[src/hw/gomoku_config.svh]
`ifndef GOMOKU_CONFIG_SVH
`define GOMOKU_CONFIG_SVH

// Board geometry.
`define BOARD_SIZE      15
`define CELL_COUNT      225

`define WIN_FIVE        5
`define WIN_SIX         6

`define SCORE_WIDTH     32

// Class weights.
`define W_FIVE          1000000
`define W_OPEN_FOUR     100000
`define W_BLOCKED_FOUR  10000
`define W_OPEN_THREE    1000
`define W_BLOCKED_THREE 100
`define W_OPEN_TWO      100

`endif

[src/hw/gomoku_pkg.sv]
`include "gomoku_config.svh"

package gomoku_pkg;

    // Code 3 is unused and matches no pattern cell.
    typedef enum logic [1:0] {
        CELL_BLACK = 2'd0,
        CELL_WHITE = 2'd1,
        CELL_EMPTY = 2'd2
    } cell_t;

    typedef cell_t column_t [`BOARD_SIZE];                  // Row 0 first, top to bottom.

    typedef logic signed [`SCORE_WIDTH-1:0] score_t;

endpackage

[src/hw/column_feeder.sv]
`include "gomoku_config.svh"

module column_feeder (
    input  logic                      i_clk,
    input  logic                      i_rst_n,
    input  logic                      i_start,
    input  logic [2*`CELL_COUNT-1:0]  i_board,
    output logic                      o_col_valid,
    output logic                      o_col_last,
    output gomoku_pkg::column_t       o_col_cells
);

    import gomoku_pkg::*;

    logic [2*`CELL_COUNT-1:0] board_q;
    logic                     busy;
    logic [3:0]               col_cnt;
    logic                     at_last;
    logic                     accept;
    column_t                  next_col;

    assign at_last = busy && (col_cnt == 4'(`BOARD_SIZE - 1));
    assign accept  = i_start && (!busy || at_last);        // Last column frees the feeder.

    // Cells of one column lie BOARD_SIZE apart in the flat board.
    always_comb begin
        for (int r = 0; r < `BOARD_SIZE; r++) begin
            next_col[r] = cell_t'(board_q[2*(r*`BOARD_SIZE + col_cnt) +: 2]);
        end
    end

    always_ff @(posedge i_clk or negedge i_rst_n) begin
        if (!i_rst_n) begin
            busy        <= 1'b0;
            col_cnt     <= '0;
            o_col_valid <= 1'b0;
            o_col_last  <= 1'b0;
        end else begin
            o_col_valid <= busy;
            o_col_last  <= at_last;
            if (accept) begin
                busy    <= 1'b1;
                col_cnt <= '0;
            end else if (at_last) begin
                busy    <= 1'b0;
                col_cnt <= '0;
            end else if (busy) begin
                col_cnt <= col_cnt + 4'd1;
            end
        end
    end

    always_ff @(posedge i_clk) begin
        if (accept) begin
            board_q <= i_board;
        end
        if (busy) begin
            o_col_cells <= next_col;
        end
    end

endmodule

[src/hw/line_matcher.sv]
`include "gomoku_config.svh"

module line_matcher #(
    parameter gomoku_pkg::cell_t OWN_COLOR = gomoku_pkg::CELL_BLACK
) (
    input  logic                 i_clk,
    input  logic                 i_rst_n,
    input  logic                 i_col_valid,
    input  logic                 i_col_last,
    input  gomoku_pkg::column_t  i_col_cells,
    output logic                 o_lane_valid,
    output logic                 o_lane_last,
    output gomoku_pkg::score_t   o_lane_score
);

    import gomoku_pkg::*;

    localparam cell_t OPP_COLOR = (OWN_COLOR == CELL_BLACK) ? CELL_WHITE : CELL_BLACK;
    localparam int    FIVE_POS  = `BOARD_SIZE - `WIN_FIVE + 1;   // On-board 5-cell starts.
    localparam int    SIX_POS   = `BOARD_SIZE - `WIN_SIX + 1;    // On-board 6-cell starts.

    logic [`BOARD_SIZE-1:0] own;
    logic [`BOARD_SIZE-1:0] opp;
    logic [`BOARD_SIZE-1:0] emp;

    logic [FIVE_POS-1:0] five_hit;
    logic [FIVE_POS-1:0] open_three_hit;
    logic [SIX_POS-1:0]  open_four_hit;
    logic [SIX_POS-1:0]  blocked_four_hit;
    logic [SIX_POS-1:0]  blocked_three_hit;
    logic [SIX_POS-1:0]  open_two_hit;

    score_t col_sum;

    always_comb begin
        for (int r = 0; r < `BOARD_SIZE; r++) begin
            own[r] = (i_col_cells[r] == OWN_COLOR);
            opp[r] = (i_col_cells[r] == OPP_COLOR);
            emp[r] = (i_col_cells[r] == CELL_EMPTY);
        end
    end

    // 5-cell windows.
    always_comb begin
        for (int s = 0; s < FIVE_POS; s++) begin
            five_hit[s]       = &own[s +: `WIN_FIVE];
            open_three_hit[s] = emp[s] && (&own[s+1 +: 3]) && emp[s+4];
        end
    end

    // 6-cell windows, blocked shapes in both orientations.
    always_comb begin
        for (int s = 0; s < SIX_POS; s++) begin
            open_four_hit[s] = emp[s] && (&own[s+1 +: 4]) && emp[s+5];

            blocked_four_hit[s] = (&own[s+1 +: 4]) &&
                                  ((emp[s] && opp[s+5]) || (opp[s] && emp[s+5]));

            blocked_three_hit[s] = (emp[s] && emp[s+1] && (&own[s+2 +: 3]) && opp[s+5]) ||
                                   (opp[s] && (&own[s+1 +: 3]) && emp[s+4] && emp[s+5]);

            open_two_hit[s] = emp[s] && emp[s+1] && own[s+2] && own[s+3] &&
                              emp[s+4] && emp[s+5];
        end
    end

    // Overlapping matches all count.
    always_comb begin
        col_sum = '0;
        for (int s = 0; s < FIVE_POS; s++) begin
            if (five_hit[s]) begin
                col_sum = col_sum + `W_FIVE;
            end
            if (open_three_hit[s]) begin
                col_sum = col_sum + `W_OPEN_THREE;
            end
        end
        for (int s = 0; s < SIX_POS; s++) begin
            if (open_four_hit[s]) begin
                col_sum = col_sum + `W_OPEN_FOUR;
            end
            if (blocked_four_hit[s]) begin
                col_sum = col_sum + `W_BLOCKED_FOUR;
            end
            if (blocked_three_hit[s]) begin
                col_sum = col_sum + `W_BLOCKED_THREE;
            end
            if (open_two_hit[s]) begin
                col_sum = col_sum + `W_OPEN_TWO;
            end
        end
    end

    always_ff @(posedge i_clk or negedge i_rst_n) begin
        if (!i_rst_n) begin
            o_lane_valid <= 1'b0;
            o_lane_last  <= 1'b0;
        end else begin
            o_lane_valid <= i_col_valid;
            o_lane_last  <= i_col_valid && i_col_last;
        end
    end

    always_ff @(posedge i_clk) begin
        if (i_col_valid) begin
            o_lane_score <= col_sum;
        end
    end

endmodule

[src/hw/score_accumulator.sv]
`include "gomoku_config.svh"

module score_accumulator (
    input  logic                i_clk,
    input  logic                i_rst_n,
    input  logic                i_black_valid,
    input  logic                i_black_last,
    input  gomoku_pkg::score_t  i_black_score,
    input  gomoku_pkg::score_t  i_white_score,
    output gomoku_pkg::score_t  o_score,
    output logic                o_finish
);

    import gomoku_pkg::*;

    score_t col_diff;
    score_t run_sum;
    score_t total;
    logic   first_q;

    assign col_diff = i_black_score - i_white_score;
    assign total    = (first_q ? score_t'(0) : run_sum) + col_diff;   // First column restarts.

    always_ff @(posedge i_clk or negedge i_rst_n) begin
        if (!i_rst_n) begin
            first_q  <= 1'b1;
            o_score  <= '0;
            o_finish <= 1'b0;
        end else begin
            o_finish <= i_black_valid && i_black_last;
            if (i_black_valid) begin
                first_q <= i_black_last;
                if (i_black_last) begin
                    o_score <= total;                  // Held until the next board.
                end
            end
        end
    end

    always_ff @(posedge i_clk) begin
        if (i_black_valid) begin
            run_sum <= total;
        end
    end

endmodule

[src/hw/gomoku_eval.sv]
`include "gomoku_config.svh"

module gomoku_eval (
    input  logic                           i_clk,
    input  logic                           i_rst_n,
    input  logic                           i_start,
    input  logic [2*`CELL_COUNT-1:0]       i_board,
    output logic signed [`SCORE_WIDTH-1:0] o_score,
    output logic                           o_finish
);

    import gomoku_pkg::*;

    logic    col_valid;
    logic    col_last;
    column_t col_cells;

    // Lane 0 scores black, lane 1 white.
    logic    lane_valid [2];
    logic    lane_last  [2];
    score_t  lane_score [2];

    column_feeder u_column_feeder (
        .i_clk       (i_clk),
        .i_rst_n     (i_rst_n),
        .i_start     (i_start),
        .i_board     (i_board),
        .o_col_valid (col_valid),
        .o_col_last  (col_last),
        .o_col_cells (col_cells)
    );

    for (genvar g = 0; g < 2; g++) begin : g_lane
        line_matcher #(
            .OWN_COLOR (cell_t'(g))
        ) u_line_matcher (
            .i_clk        (i_clk),
            .i_rst_n      (i_rst_n),
            .i_col_valid  (col_valid),
            .i_col_last   (col_last),
            .i_col_cells  (col_cells),
            .o_lane_valid (lane_valid[g]),
            .o_lane_last  (lane_last[g]),
            .o_lane_score (lane_score[g])
        );
    end

    // Lanes run in lockstep, so the black lane paces the sum.
    score_accumulator u_score_accumulator (
        .i_clk         (i_clk),
        .i_rst_n       (i_rst_n),
        .i_black_valid (lane_valid[0]),
        .i_black_last  (lane_last[0]),
        .i_black_score (lane_score[0]),
        .i_white_score (lane_score[1]),
        .o_score       (o_score),
        .o_finish      (o_finish)
    );

endmodule

[config.mk]
export PLATFORM = sky130hd
export DESIGN_NAME = gomoku_eval
export DESIGN_NICKNAME = d
export VERILOG_FILES = /design/src/hw/gomoku_pkg.sv /design/src/hw/column_feeder.sv /design/src/hw/line_matcher.sv /design/src/hw/score_accumulator.sv /design/src/hw/gomoku_eval.sv
export VERILOG_INCLUDE_DIRS = /design/src /design/src/hw
export SDC_FILE = /design/constraint.sdc
export NUM_CORES = 2
export LEC_CHECK = 0
export BUFFER_PORTS_ARGS = -buffer_cell sky130_fd_sc_hd__buf_2
export CORE_ASPECT_RATIO = 1.2
export CORE_UTILIZATION = 63
export DETAILED_ROUTE_END_ITERATION = 8
export PLACE_DENSITY = 0.82
export SLEW_MARGIN = 10
export SYNTH_ARGS = -nofsm -noshare
export SYNTH_HDL_FRONTEND = slang
export SYNTH_SLANG_ARGS = --single-unit
[constraint.sdc]
create_clock -name i_clk -period 30.1 [get_ports i_clk]
set_clock_uncertainty 0.15 [all_clocks]
set_input_delay 1.505 -clock i_clk [delete_from_list [all_inputs] [get_ports i_clk]]
set_output_delay 1.505 -clock i_clk [all_outputs]
set_load 0.05 [all_outputs]
==> impl_metrics.json <==
{
  "status": "finished, final reports clean",
  "start_util_pct": 63.89,
  "yosys.area.top_type": "edfxtp_1",
  "nets": 8390,
  "place_hpwl_um": 173000,
  "relSlewSlack_pct": 16.03,
  "io_pins": 486,
  "crit_path_end_kind": "flip-flop",
  "fp.dieH_um": 354.1,
  "r2r_slack_ns": 5.53,
  "netlist.area_leader.share_pct": 26.40,
  "cts_tree": "done",
  "firstDrtPassIters": 7,
  "worstMarginPinSlew_ns": 1.250,
  "p_leak_nw": 27.39,
  "grt_max_degree": 95,
  "wl_per_cell_um": 24.58,
  "ys_seq_elements": 615,
  "cts_inserted_buffers": 59,
  "hold_violations": 0,
  "layout-drive-gt1-share_pct": 15.29,
  "period_needed_ns": 24.57,
  "clock.fmax_mhz": 40.70,
  "synth_warnings": 0,
  "ys.flop_type": "edfxtp_1",
  "grt_pass1_wl_um": 341700,
  "clock_path_buffers": 3,
  "drt_iter0_drc": 6886,
  "arrival_ns": 24.84,
  "ys_top_cells_by_area": "edfxtp_1 26%, xnor2_1 7.3%, mux4_2 5.1%",
  "cts_hold_buffers": 0,
  "grt_remaining_overflow": 0,
  "core_um2": 101900,
  "setup_tns_ns": 0,
  "path_class": "flip-flop to flip-flop",
  "cts.clk_slew.worst_paths_ns": 0.08,
  "grt_use_total_pct": 41.91,
  "die_w_um": 295.4,
  "clock_sinks": 615,
  "finalPower_w": 0.004223,
  "viasPerCell": 6.869,
  "drc_errors": 0,
  "ys_seq_area_share_pct": 28.05,
  "synth_edf_count": 572,
  "syn_area_um2": 65070,
  "synth_cell_types": 153,
  "area_delta_synth_final_pct": 9.395,
  "syn_inst": 7340,
  "rows": 128,
  "setup_violations": 0,
  "antenna_found_initial": 38,
  "die-area_um2": 104600,
  "max-cap-violations": 0,
  "ys_async_sr_fraction_pct": 6.992,
  "gp_congestion": 1.030,
  "cts_root_buf": "clkbuf_16",
  "postCtsSetupBuffers": 0,
  "cp-start-kind": "flip-flop",
  "clock_latency_ns": 0.75,
  "crit_path_frequent_cell": "ha_1",
  "rsz0062_at_grt": "no",
  "maxSlewViolCount": 0,
  "dr_total_vias": 63170,
  "period_share_pct": 81.63,
  "slowest_delay_ns": 0.81,
  "cts_resized": 0,
  "power.density_nw_per_um2": 59.32,
  "cp_max_fo": 24,
  "crit_slowest_cell": "edfxtp_1",
  "finalWirelength_um": 226000,
  "ant_nets": 0,
  "critPathRequiredTime_ns": 30.37,
  "ir_drop_uv": 102.6,
  "portBuffers": 485,
  "htreeDepth": 2,
  "syn_avg_cell_area_um2": 8.865,
  "hold_path_class": "flip-flop to flip-flop",
  "grt_pass1_vias": 60910
}
## layout by cell type (no fill, tap or decap), types with 42 or more instances in the layout
master | netlist | routed
a211oi_1 | 82 | 82
a21o_1 | 90 | 90
a21oi_1 | 361 | 361
a31oi_1 | 118 | 118
and2_1 | 115 | 114
and3_1 | 117 | 117
buf_2 | 30 | 485
buf_4 | 9 | 104
clkbuf_16 | 0 | 59
edfxtp_1 | 572 | 572
ha_1 | 169 | 169
inv_1 | 280 | 280
mux2_2 | 63 | 63
mux2i_1 | 89 | 89
mux4_2 | 148 | 148
nand2_1 | 747 | 747
nand2b_1 | 97 | 97
nand3_1 | 284 | 284
nand4_1 | 88 | 88
nor2_1 | 653 | 653
nor2b_1 | 61 | 61
nor3_1 | 235 | 230
nor4_1 | 93 | 85
o211ai_1 | 66 | 66
o21a_1 | 66 | 66
o21ai_0 | 294 | 294
o22ai_1 | 60 | 60
o31a_1 | 47 | 47
o31ai_1 | 75 | 75
or2_2 | 60 | 60
or3_1 | 92 | 92
or4_1 | 42 | 42
xnor2_1 | 542 | 542
xor2_1 | 234 | 234
## through the flow
step,hold slack (ns),cell area [um^2],instances,utilization (%),setup slack [ns]
after floorplan,0.2777,65130,7355,-,9.324
after global placement,0.3360,69030,9043,67.77,7.198
after detailed placement,0.3424,69030,9043,67.77,6.131
after CTS,0.3565,71090,9155,69.79,6.056
after global routing,0.3641,71170,9189,69.87,3.695
final,0.3532,71190,9195,69.89,5.530
## power by group
group	switching (W)	total, W	internal (W)
registers	0.000177	0.00133	0.00116
logic	0.00129	0.00209	0.000799
clock network	0.000364	0.000799	0.000435
total	0.00183	0.00422	0.00239
## per-layer routing
layer / up-vias / track usage (%) / share of wire [%]
met4: 4 / 30.75 / 8.2
met2: 3584 / 69.83 / 47
met5: - / 0 / 0.011
li1: 28580 / - / -
met1: 30060 / 47.75 / 36
met3: 943 / 8.161 / 8.7
## sequential cells by signal (all words and copies together) (netlist names)
register / cells
u_score_accumulator.o_score: 32
u_column_feeder.o_col_last: 1
u_column_feeder.board_q: 450
u_score_accumulator.first_q: 1
g_lane.u_line_matcher.o_lane_valid: 1
u_column_feeder.col_cnt: 4
u_column_feeder.busy: 1
u_score_accumulator.run_sum: 32
g_lane.u_line_matcher.o_lane_last: 1
g_lane.u_line_matcher.o_lane_score: 60
u_score_accumulator.o_finish: 1
u_column_feeder.o_col_valid: 1
u_column_feeder.o_col_cells: 30
## layout make-up
class                           count  area, um^2
Tap cell                         1365        1708
Multi-Input combinational cell   6186       44770
Clock inverter                     47       553.0
Inverter                          288        1081
Antenna cell                       40       100.1
Clock buffer                       65        1499
Fill cell                        8023       30670
Sequential cell                   615       18270
Timing Repair Buffer              589        3208
## worst max-delay path: cells and delay by family (launching register included)
family	cells	cell delay [ns]
and+or+nand+nor	30	6.64
xor gates and xnor gates	20	5.43
DFF	1	0.81
muxes	1	0.73
AOI/OAI and AO/OA	19	4.89
buffers and inverters	6	0.66
adders and majority gates	16	4.99
## logic make-up after synthesis
logic type | after synthesis | share of synthesized area [%]
flip-flops | 615 | 28.05
buffers and inverters | 554 | 3.353
multiplexers | 300 | 7.582
AND/OR/NAND/NOR | 2947 | 23.31
other | 1 | 0.005763
XOR/XNOR | 865 | 13.31
adder cells (fa/ha/maj) | 216 | 4.419
AO/OA/AOI/OAI | 1842 | 19.96
## worst paths after layout
kind	end	cells after the start	start
worst max-delay path	g_lane[1].u_line_matcher.o_lane_score[20]$_DFFE_PP_	92	u_column_feeder.o_col_cells[19]$_DFFE_PP_
worst min-delay path	u_score_accumulator.o_score[11]$_DFFE_PN0P_	1	u_score_accumulator.o_score[11]$_DFFE_PN0P_
worst max register to register	g_lane[1].u_line_matcher.o_lane_score[20]$_DFFE_PP_	92	u_column_feeder.o_col_cells[19]$_DFFE_PP_
worst min register to register	u_score_accumulator.o_score[11]$_DFFE_PN0P_	1	u_score_accumulator.o_score[11]$_DFFE_PN0P_
max in group asynchronous	u_column_feeder.col_cnt[1]$_DFFE_PN0P_	2	i_rst_n
min in group asynchronous	u_score_accumulator.o_score[10]$_DFFE_PN0P_	2	i_rst_n
## cell usage after synthesis, types with 60 or more instances
cell type,count
nand4_1,88
nand2_1,747
clkbuf_1,203
or3_1,92
o22ai_1,60
nor2_1,653
ha_1,169
inv_1,280
mux2i_1,89
a31oi_1,118
xor2_1,234
nand3_1,284
and3_1,117
o21ai_0,294
a21o_1,90
xnor2_1,542
o21a_1,66
or2_2,60
mux2_2,63
mux4_2,148
o211ai_1,66
nor2b_1,61
a211oi_1,82
and2_1,115
edfxtp_1,572
a21oi_1,361
nor4_1,93
o31ai_1,75
nor3_1,235
nand2b_1,97
No activity file was read; power rests on OpenSTA's default activity.
